===== src/mem_bus_pkg.sv =====
`default_nettype none

package mem_bus_pkg;

  // Byte address width of the wide port.
  localparam int unsigned AddrWidth = 16;
  // Data width of the wide port.
  localparam int unsigned DataWidth = 64;
  // One strobe bit per data byte.
  localparam int unsigned StrbWidth = DataWidth / 8;
  // Wide transactions that may be outstanding at once.
  localparam int unsigned MaxTrans  = 4;

  typedef logic [AddrWidth-1:0] addr_t;
  typedef logic [DataWidth-1:0] wide_data_t;
  typedef logic [StrbWidth-1:0] wide_strb_t;

  // Counts transactions held in the zero-strobe tracker, up to MaxTrans+1.
  typedef logic [$clog2(MaxTrans+2)-1:0] trans_cnt_t;

  // One request on the wide port.
  typedef struct packed {
    addr_t      addr;
    wide_data_t wdata;
    wide_strb_t strb;
    logic       we;
  } mem_req_t;

  // Wide response, rdata only meaningful for reads.
  typedef struct packed {
    wide_data_t rdata;
  } mem_rsp_t;

endpackage

`default_nettype wire


===== src/bank_pkg.sv =====
`default_nettype none

package bank_pkg;

  import mem_bus_pkg::addr_t;

  // Banks side by side across the wide word.
  localparam int unsigned NumBanks      = 4;
  localparam int unsigned BankDataWidth = 16;
  localparam int unsigned BankStrbWidth = BankDataWidth / 8;
  // Words stored in each bank.
  localparam int unsigned BankWords     = 256;
  // Depth of the per-bank request and response FIFOs.
  localparam int unsigned FifoDepth     = 2;
  // Lowest address bit of the word index, above bank and byte offsets.
  localparam int unsigned WordLsb       = $clog2(NumBanks * BankStrbWidth);

  typedef logic [BankDataWidth-1:0]       bank_data_t;
  typedef logic [BankStrbWidth-1:0]       bank_strb_t;
  typedef logic [NumBanks-1:0]            bank_mask_t;
  typedef logic [$clog2(BankWords)-1:0]   word_idx_t;
  // Responses a bank may owe, 0 up to FifoDepth.
  typedef logic [$clog2(FifoDepth+1)-1:0] credit_t;

  // One bank request, the address is the full byte address.
  typedef struct packed {
    addr_t      addr;
    bank_data_t wdata;
    bank_strb_t strb;
    logic       we;
  } bank_req_t;

  typedef struct packed {
    bank_data_t rdata;
  } bank_rsp_t;

endpackage

`default_nettype wire


===== src/stream_fifo.sv =====
`timescale 1ns/1ns
`default_nettype none

module stream_fifo #(
  parameter int unsigned WIDTH = 8,
  parameter int unsigned DEPTH = 2
) (
  input  wire logic             clk_i,
  input  wire logic             rst_i,
  input  wire logic [WIDTH-1:0] data_i,
  input  wire logic             valid_i,
  output logic                  ready_o,
  output logic      [WIDTH-1:0] data_o,
  output logic                  valid_o,
  input  wire logic             ready_i
);

  localparam int unsigned PtrWidth = (DEPTH > 1) ? $clog2(DEPTH) : 1;
  localparam int unsigned CntWidth = $clog2(DEPTH + 1);

  logic [WIDTH-1:0]    mem_q [DEPTH];
  logic [PtrWidth-1:0] rd_ptr_q;
  logic [PtrWidth-1:0] wr_ptr_q;
  logic [CntWidth-1:0] cnt_q;
  logic                empty;
  logic                push;
  logic                pop;

  // Wrap a pointer at DEPTH, which need not be a power of two.
  function automatic logic [PtrWidth-1:0] next_ptr(input logic [PtrWidth-1:0] ptr);
    if (ptr == PtrWidth'(DEPTH - 1)) begin
      return '0;
    end
    return ptr + 1'b1;
  endfunction

  assign empty   = (cnt_q == '0);
  assign ready_o = (cnt_q < CntWidth'(DEPTH));

  // Empty FIFO hands the input straight to the output.
  assign valid_o = empty ? valid_i : 1'b1;
  assign data_o  = empty ? data_i : mem_q[rd_ptr_q];

  // Store only what the consumer does not take in passing.
  assign push = valid_i && ready_o && !(empty && ready_i);
  assign pop  = !empty && ready_i;

  always_ff @(posedge clk_i) begin
    if (rst_i) begin
      rd_ptr_q <= '0;
      wr_ptr_q <= '0;
      cnt_q    <= '0;
    end else begin
      if (push) begin
        wr_ptr_q <= next_ptr(wr_ptr_q);
      end
      if (pop) begin
        rd_ptr_q <= next_ptr(rd_ptr_q);
      end
      if (push && !pop) begin
        cnt_q <= cnt_q + 1'b1;
      end else if (pop && !push) begin
        cnt_q <= cnt_q - 1'b1;
      end
    end
  end

  // Storage, no reset.
  always_ff @(posedge clk_i) begin
    if (push) begin
      mem_q[wr_ptr_q] <= data_i;
    end
  end

  // Producer must never offer data that the FIFO cannot take.
  a_no_push_when_full : assert property (@(posedge clk_i) disable iff (rst_i)
    valid_i |-> ready_o)
    else $error("stream_fifo push while full");

  a_cnt_in_range : assert property (@(posedge clk_i) disable iff (rst_i)
    cnt_q <= CntWidth'(DEPTH))
    else $error("stream_fifo occupancy above depth");

endmodule

`default_nettype wire


===== src/mem_to_banks.sv =====
`timescale 1ns/1ns
`default_nettype none

module mem_to_banks import mem_bus_pkg::*, bank_pkg::*; (
  input  wire logic                       clk_i,
  input  wire logic                       rst_i,
  input  wire logic                       req_i,
  input  wire mem_req_t                   req_data_i,
  output logic                            gnt_o,
  output logic                            rvalid_o,
  output mem_rsp_t                        rsp_data_o,
  output bank_mask_t                      bank_req_o,
  output bank_req_t  [NumBanks-1:0]       bank_req_data_o,
  input  wire bank_mask_t                 bank_gnt_i,
  input  wire bank_mask_t                 bank_rvalid_i,
  input  wire bank_rsp_t [NumBanks-1:0]   bank_rsp_i
);

  logic                           push;
  bank_req_t  [NumBanks-1:0]      bank_req;
  bank_req_t  [NumBanks-1:0]      bank_head;
  bank_mask_t                     req_ready;
  bank_mask_t                     head_valid;
  bank_mask_t                     head_hidden;
  bank_mask_t                     head_pop;
  bank_mask_t                     zero_strb;
  bank_mask_t                     rsp_ready;
  bank_mask_t                     rsp_valid;
  bank_rsp_t  [NumBanks-1:0]      rsp_head;
  bank_data_t [NumBanks-1:0]      rsp_rdata;
  bank_mask_t                     credit_ok;
  credit_t    [NumBanks-1:0]      credit_q;
  logic                           zs_ready;
  logic                           zs_valid;
  bank_mask_t                     zs_head;
  logic                           zs_live;
  bank_mask_t                     dead;
  trans_cnt_t                     txn_cnt_q;

  // Clear the byte offset within the wide word.
  function automatic addr_t align_addr(input addr_t addr);
    return addr & ~addr_t'(StrbWidth - 1);
  endfunction

  assign push = req_i && gnt_o;

  for (genvar i = 0; i < NumBanks; i++) begin : gen_bank
    // Slice i of the wide request.
    assign bank_req[i].addr  = align_addr(req_data_i.addr) + addr_t'(i * BankStrbWidth);
    assign bank_req[i].wdata = req_data_i.wdata[i*BankDataWidth +: BankDataWidth];
    assign bank_req[i].strb  = req_data_i.strb[i*BankStrbWidth +: BankStrbWidth];
    assign bank_req[i].we    = req_data_i.we;
    assign zero_strb[i]      = req_data_i.we && (bank_req[i].strb == '0);

    stream_fifo #(
      .WIDTH ($bits(bank_req_t)),
      .DEPTH (FifoDepth)
    ) i_req_fifo (
      .clk_i   (clk_i),
      .rst_i   (rst_i),
      .data_i  (bank_req[i]),
      .valid_i (push),
      .ready_o (req_ready[i]),
      .data_o  (bank_head[i]),
      .valid_o (head_valid[i]),
      .ready_i (head_pop[i])
    );

    // Zero-strobe writes drain here and never reach the bank.
    assign head_hidden[i]     = bank_head[i].we && (bank_head[i].strb == '0);
    assign bank_req_o[i]      = head_valid[i] && !head_hidden[i];
    assign head_pop[i]        = head_hidden[i] || bank_gnt_i[i];
    assign bank_req_data_o[i] = bank_head[i];

    stream_fifo #(
      .WIDTH ($bits(bank_rsp_t)),
      .DEPTH (FifoDepth)
    ) i_rsp_fifo (
      .clk_i   (clk_i),
      .rst_i   (rst_i),
      .data_i  (bank_rsp_i[i]),
      .valid_i (bank_rvalid_i[i]),
      .ready_o (rsp_ready[i]),
      .data_o  (rsp_head[i]),
      .valid_o (rsp_valid[i]),
      .ready_i (rvalid_o && !dead[i])
    );
    assign rsp_rdata[i] = rsp_head[i].rdata;

    // Responses this bank still owes, bounded by its response FIFO depth.
    always_ff @(posedge clk_i) begin
      if (rst_i) begin
        credit_q[i] <= '0;
      end else begin
        credit_q[i] <= credit_q[i] + credit_t'(push && !zero_strb[i])
                                   - credit_t'(rvalid_o && !dead[i]);
      end
    end
    assign credit_ok[i] = (credit_q[i] < credit_t'(FifoDepth));

    a_rsp_fifo_room : assert property (@(posedge clk_i) disable iff (rst_i)
      bank_rvalid_i[i] |-> rsp_ready[i])
      else $error("bank %0d answered into a full response FIFO", i);
  end

  // Accept only when every slice and its answer have a place to go.
  assign gnt_o = (&req_ready) && (&rsp_ready) && zs_ready && (&credit_ok);

  // Mask of hidden slices, one entry per accepted transfer.
  stream_fifo #(
    .WIDTH (NumBanks),
    .DEPTH (MaxTrans + 1)
  ) i_zs_fifo (
    .clk_i   (clk_i),
    .rst_i   (rst_i),
    .data_i  (zero_strb),
    .valid_i (push),
    .ready_o (zs_ready),
    .data_o  (zs_head),
    .valid_o (zs_valid),
    .ready_i (rvalid_o)
  );

  // Transfers in flight, keeps a transfer from answering in its own cycle.
  always_ff @(posedge clk_i) begin
    if (rst_i) begin
      txn_cnt_q <= '0;
    end else begin
      txn_cnt_q <= txn_cnt_q + trans_cnt_t'(push) - trans_cnt_t'(rvalid_o);
    end
  end

  assign zs_live = (txn_cnt_q != '0);
  assign dead    = zs_head & {NumBanks{zs_live}};

  // Oldest transfer completes once all its live slices have answered.
  assign rvalid_o         = zs_live && (&(rsp_valid | dead));
  assign rsp_data_o.rdata = rsp_rdata;

  a_zs_not_empty : assert property (@(posedge clk_i) disable iff (rst_i)
    rvalid_o |-> zs_valid)
    else $error("response popped an empty zero-strobe FIFO");

endmodule

`default_nettype wire


===== config.mk =====
export PLATFORM = sky130hd
export DESIGN_NAME = mem_to_banks
export DESIGN_NICKNAME = d
export VERILOG_FILES = /design/src/mem_bus_pkg.sv /design/src/bank_pkg.sv /design/src/stream_fifo.sv /design/src/mem_to_banks.sv
export SDC_FILE = /design/constraint.sdc
export NUM_CORES = 1
export LEC_CHECK = 0
export ABC_AREA = 0
export BUFFER_PORTS_ARGS = -buffer_cell sky130_fd_sc_hd__clkbuf_2
export CAP_MARGIN = 20
export CORE_MARGIN = 2
export CORE_UTILIZATION = 30
export CTS_CLUSTER_DIAMETER = 100
export DETAILED_ROUTE_END_ITERATION = 6
export SYNTH_ARGS = -nofsm -noshare
export SYNTH_HDL_FRONTEND = slang
export SYNTH_SLANG_ARGS = --single-unit

===== constraint.sdc =====
create_clock -name clk_i -period 6.3 [get_ports clk_i]
set_input_delay 0.63 -clock clk_i [delete_from_list [all_inputs] [get_ports clk_i]]
set_output_delay 0.63 -clock clk_i [all_outputs]
set_load 0.05 [all_outputs]

==> results of run 1 <==
==> state kept, by name, indices dropped and copies added, names as in the netlist, named ones only <==
name / cells
gen_bank.i_req_fifo.cnt_q: 8
gen_bank.i_rsp_fifo.cnt_q: 8
credit_q: 8
i_zs_fifo.cnt_q: 3
i_zs_fifo.rd_ptr_q: 3
i_zs_fifo.mem_q: 20
gen_bank.i_rsp_fifo.mem_q: 128
gen_bank.i_req_fifo.wr_ptr_q: 4
gen_bank.i_rsp_fifo.rd_ptr_q: 4
txn_cnt_q: 3
gen_bank.i_req_fifo.mem_q: 256
gen_bank.i_rsp_fifo.wr_ptr_q: 4
gen_bank.i_req_fifo.rd_ptr_q: 4
i_zs_fifo.wr_ptr_q: 3
==> synth_stat cells (all sizes together), types with 7 or more instances <==
master,instances,share of area (%)
or3,17,0.54
nor3,15,0.38
or2,14,0.44
nor2,95,1.9
and2,7,0.22
nor4,7,0.22
mux2,15,0.85
nand2,154,2.9
ha,23,1.5
buf,31,0.86
clkbuf,57,1.1
o21ai,153,3.9
a21oi,81,2.1
xnor2,10,0.44
xor2,22,0.97
a31oi,9,0.28
edfxtp,404,61
nor2b,16,0.51
dfxtp,63,6.4
mux2i,200,10
inv,41,0.78
==> worst max-delay path by stage <==
stage,end,slack [ns],cells past startpoint,startpoint
finish,i_zs_fifo.cnt_q[2],2.06,11,gen_bank[3].i_rsp_fifo.cnt_q[1]
CTS,i_zs_fifo.cnt_q[2],2.07,11,gen_bank[3].i_rsp_fifo.cnt_q[1]
global placement,txn_cnt_q[2],1.87,13,req_data_i[0]
detailed placement,txn_cnt_q[2],1.80,13,req_data_i[0]
floorplan,gen_bank[0].i_req_fifo.mem_q[0][0],2.76,6,gen_bank[3].i_req_fifo.cnt_q[1]
global route,rvalid_o,1.81,7,req_data_i[0]
==> area by class of cell <==
cell class	instances	area (µm²)	share of cell area [%]
multi-input combinational	904	5986	24.52
clock inverter	36	392.9	1.610
clock buffer	60	1374	5.629
tap	864	1081	4.429
inverter	42	158.9	0.6510
timing repair buffer	374	2017	8.264
sequential	467	13400	54.89
==> routing by layer <==
layer	share of wire, %	vias to the layer above
met2	50	297
met3	6.6	83
li1	-	6164
met1	41	6015
met4	2.3	6
met5	0.084	-
==> cells by family after synthesis <==
logic type | Yosys count | synth area share, %
muxes | 215 | 10.97
AOI/OAI and AO/OA | 274 | 7.626
buffers and inverters | 130 | 2.744
and+or+nand+nor | 346 | 7.860
other | 2 | 0.03796
xor gates and xnor gates | 32 | 1.416
DFF | 467 | 67.69
adders and majority gates | 25 | 1.657
==> where the power goes <==
group / switching, mW / leakage, nW / internal [mW]
Sequential: 0.357 / 4.21 / 4.01
Combinational: 3.89 / 3.97 / 1.34
Clock: 1.27 / 0.851 / 1.86
Total: 5.51 / 9.03 / 7.21
==> flow_summary_export.csv, run 1 <==
group,metric,value,unit
floorplanning,dieArea,0.06802,mm²
placement,dp_cells,2645,
cts,h-tree-depth,2,
sta,setup_ws,2.057,ns
critical_path,regToRegEndpoint,"i_zs_fifo.cnt_q[2]",
global_routing,grt_most_used_layer,"met2",
cts,cts-hold-fix-buffers,0,
finish,final_nets,2031,
min_path,hold_path.startpoint,"req_data_i[59]",
run,drv_cap,0,
finish,final_area,0.02441,mm²
finish,fin_cells,2747,
global_routing,grt_use_met1,16.37,%
floorplanning,core_area,0.06551,mm²
route,num_vias,12570,
critical_path,r2r_start,"gen_bank[3].i_rsp_fifo.cnt_q[1]",
critical_path,r2r_cells,11,
sta,finalSetupViolCount,0,
sta,fin_crit,4.243,ns
sta,worst_pin_slew,1.082,ns
cts,clock_latency,0.59,ns
sta,finalCritPeriodShare,67.35,%
route,wl_per_cell,17.25,µm
pwr,p_leak,9.029,nW
cts,clk_path_buf_depth,3,
placement,gp_congestion,0.7837,
floorplanning,fp-row-count,94,
cts,root_buffer,"clkbuf_16",
synthesis,async_flop_share,0,%
cts,cts.sinks,467,
critical_path,required,6.81,ns
sta,grt_setup_unrepaired,"no",
sta,slew_violations,0,
global_routing,first_global_vias,12590,
global_routing,grt_max_degree,71,
sta,timing.fmax,235.7,MHz
critical_path,critPathMaxFanout,9,
min_path,hold_path_end,"gen_bank[3].i_req_fifo.mem_q[0][5]",
min_path,hold_path_class,"in -> reg",
cts,clkTransAtPathRegs,0.06,ns
cts,cts_tree,"yes",
synthesis,ys_seq_area_share,67.69,%
route,drcViolationCount,0,
global_routing,grt_pass1_wl,71950,µm
critical_path,crit_family,"simple AND/OR/NAND/NOR gates",
synthesis,postSynthAreaPerCell,13.27,µm²
floorplanning,die_h,260.8,µm
placement,dpl-instance-area,0.02249,mm²
route,via_per_inst,4.574,
global_routing,overflow,0,
synthesis,yosys_most_used_dff,"edfxtp_1",
placement,dpl.hpwl,31190,µm
synthesis,synth-seq-cells,467,
sta,finClkSkew,0.02424,ns
route,first_iter_violations,679,
finish,final_cell_mix,"edfxtp_1, clkbuf_2, mux2i_1",
finish,syn2layout_area_growth,23.35,%
floorplanning,io_pins,374,
route,firstDrtPassIters,5,
finish,diodes,0,
cts,post-cts-setup-buffers,0,
critical_path,worstPathBufferInverterCount,2,
pwr,power.total,12.73,mW
route,wirelength,47390,µm
cts,cts.repair.resized,0,
critical_path,worstSetupEndpointType,"flop",
route,ant_nets,0,
floorplanning,initial_core_util,30.20,%
min_path,holdPathStages,1,
synthesis,ys_warn_count,0,
sta,relSlewSlack,27.85,%
pwr,power.density,521.5,mW/mm²
critical_path,path_class,"reg -> reg",
finish,final_util,37.26,%
critical_path,cp.arrival,4.75,ns
cts,numCtsBuffers,53,
run_status,status,"finished, final reports clean",
finish,fillers,6285,
synthesis,yosysUniqueCellTypes,59,
pwr,vdd_ir_drop_max,0.3213,mV
synthesis,syn_area,0.01979,mm²
critical_path,crit_path_max_incr_delay,0.62,ns
finish,drive_gt1_share,27.03,%
critical_path,worst-r2r-setup-slack,2.06,ns
placement,portBuffers,358,
global_routing,globalRouteMet2Util,23.50,%
synthesis,synth_edf_count,404,
critical_path,cpMaxStageDelayCell,"nor4_1",
critical_path,crit_chain,"nor4_1, and4_1, and2_1, inv_1, a21oi_2, ha_1, inv_1, fa_1, xor2_1, or3_1, a21oi_1",
finish,layout_commonest_cell,"edfxtp_1",
floorplanning,dieWidth,260.8,µm
synthesis,synthCells,1491,
sta,finalHoldViolCount,0,
placement,post-place-ws,1.797,ns
critical_path,cpMostUsedCell,"inv_1",
global_routing,antenna_found_initial,3,
sta,tns,0,ns
global_routing,track_usage,13.57,%
global_routing,met3_usage,3.934,%
critical_path,worstSetupStartpointType,"flop",
sta,hold_slack,0.2421,ns
(Power assumes the default switching activity.)
==> run 2, diff against run 1 <==
==> constraint.sdc (replaced) <==
create_clock -name clk_i -period 4.3 [get_ports clk_i]
set_input_delay 0.43 -clock clk_i [delete_from_list [all_inputs] [get_ports clk_i]]
set_output_delay 0.43 -clock clk_i [all_outputs]
set_load 0.05 [all_outputs]
==> flow_summary_export.csv, run 2 (synthesis results as in run 1) <==
group,metric,value,unit
finish,reg_top3,"gen_bank.i_req_fifo.mem_q: 256 flops, gen_bank.i_rsp_fifo.mem_q: 128 flops, i_zs_fifo.mem_q: 20 flops",
pwr,p_int,10.62,mW
critical_path,cp.arrival,4.22,ns
floorplanning,dieWidth,260.8,µm
run_status,status,"finished, final reports clean",
pwr,power.density,757.6,mW/mm²
route,wirelength,47840,µm
route,drcViolationCount,0,
pwr,p_leak,9.185,nW
sta,finalHoldViolCount,0,
floorplanning,fp-row-count,94,
global_routing,overflow,0,
cts,clkTransAtPathRegs,0.06,ns
pwr,sequentialPowerShare,33.8,%
finish,regMostFlops,"gen_bank.i_req_fifo.mem_q",
finish,layout_commonest_cell,"edfxtp_1",
cts,cts_tree,"yes",
placement,portBuffers,358,
finish,final_util,37.70,%
floorplanning,core_area,0.06551,mm²
finish,final_nets,2067,
placement,post-place-ws,0.4398,ns
pwr,power_frac_comb,41.7,%
pwr,netSwitchingPower,8.094,mW
placement,dpl-instance-area,0.02266,mm²
pwr,switching_share,43.26,%
sta,timing.fmax,269.5,MHz
route,ant_nets,0,
global_routing,antenna_found_initial,5,
cts,clk_path_buf_depth,3,
route,first_iter_violations,610,
sta,relSlewSlack,29.19,%
floorplanning,dieArea,0.06802,mm²
cts,clock_latency,0.59,ns
floorplanning,io_pins,374,
route,via_per_inst,4.566,
cts,numCtsBuffers,53,
route,firstDrtPassIters,5,
global_routing,grt_max_degree,62,
min_path,hold_path_class,"in -> reg",
critical_path,worstSetupEndpointType,"flop",
finish,diodes,0,
route,wl_per_cell,17.18,µm
floorplanning,initial_core_util,30.20,%
cts,h-tree-depth,2,
cts,post-cts-setup-buffers,0,
run,drv_cap,0,
sta,finalCritPeriodShare,86.28,%
sta,tns,0,ns
finish,largest_reg_flops,256,
route,num_vias,12710,
pwr,vdd_ir_drop_max,0.5087,mV
sta,worst_pin_slew,1.061,ns
critical_path,critPathMaxFanout,7,
sta,grt_setup_unrepaired,"no",
global_routing,track_usage,13.62,%
global_routing,grt_pass1_wl,71680,µm
finish,final_cell_mix,"edfxtp_1, clkbuf_2, mux2i_1",
sta,setup_ws,0.5901,ns
finish,drive_gt1_share,27.24,%
placement,dpl.hpwl,32230,µm
finish,syn2layout_area_growth,24.82,%
sta,slew_violations,0,
sta,fin_crit,3.710,ns
finish,final_area,0.02470,mm²
pwr,pwr-share-clk,24.5,%
cts,root_buffer,"clkbuf_16",
placement,gp_congestion,0.8082,
sta,finalSetupViolCount,0,
critical_path,worstSetupStartpointType,"flop",
cts,cts.sinks,467,
critical_path,required,4.81,ns
critical_path,path_class,"reg -> reg",
global_routing,first_global_vias,12770,
sta,finClkSkew,0.02042,ns
floorplanning,die_h,260.8,µm
run 2: timing repair:
action	CTS	global route
resized for setup	0	0
hold buffers	26	0
hold endpoints to repair	51	0
run 2: path summary, 6_finish.rpt:
path | startpoint | endpoint | slack, ns | cells past startpoint
setup / recovery | gen_bank[3].i_rsp_fifo.cnt_q[1] | i_zs_fifo.cnt_q[2] | 0.59 | 11
hold reg to reg | gen_bank[3].i_req_fifo.rd_ptr_q | flop | 0.46 | 2
hold / removal | bank_rsp_i[20] | gen_bank[1].i_rsp_fifo.mem_q[0][4] | 0.05 | 1
setup reg to reg | gen_bank[3].i_rsp_fifo.cnt_q[1] | i_zs_fifo.cnt_q[2] | 0.59 | 11
run 2: worst max-delay path: stages (launching register included):
cell	delay, ns
dfxtp_1	0.39
nor4_1	0.61
and4_1	0.29
and2_1	0.15
inv_1	0.27
a21oi_2	0.50
ha_1	0.29
inv_1	0.07
fa_1	0.42
xor2_1	0.16
or3_1	0.31
a21oi_1	0.16
run 2: routing by layer:
layer  up-vias  share of wire (%)  GRT usage [%]
met5         -               0.13              0
met4        10                2.1          3.587
met3        78                6.5          3.875
met2       287                 51          23.98
met1      6097                 41          16.25
li1       6241                  -              -
run 2: area by class of cell:
type,count,area [µm²]
fillers,6276,40810
flip-flops and latches,467,13400
multi-input cells,904,5986
repair buffers,410,2292
clock buffers,65,1444
well taps,864,1081
clock inverters,32,337.8
inverters,42,158.9
run 2: power by group through the flow:
stage               Sequential, mW  Clock, mW  Combinational, mW
finish                        6.32       4.58               7.81
global route                  6.42       4.92               8.39
CTS                           6.33       4.76               7.91
detailed placement            6.42          0               7.87
global placement              6.38          0               7.75
floorplan                     6.19          0               6.01
run 2: stage by stage:
step                      std cells  total power, mW  hold WS, ns
after floorplan                1501            12.20       0.4501
after global placement         2660            14.13       0.4491
after detailed placement       2661            14.29       0.4575
after CTS                      2784            19.00    0.0002153
after global routing           2784            19.73     0.005312
final                          2784            18.71      0.04895
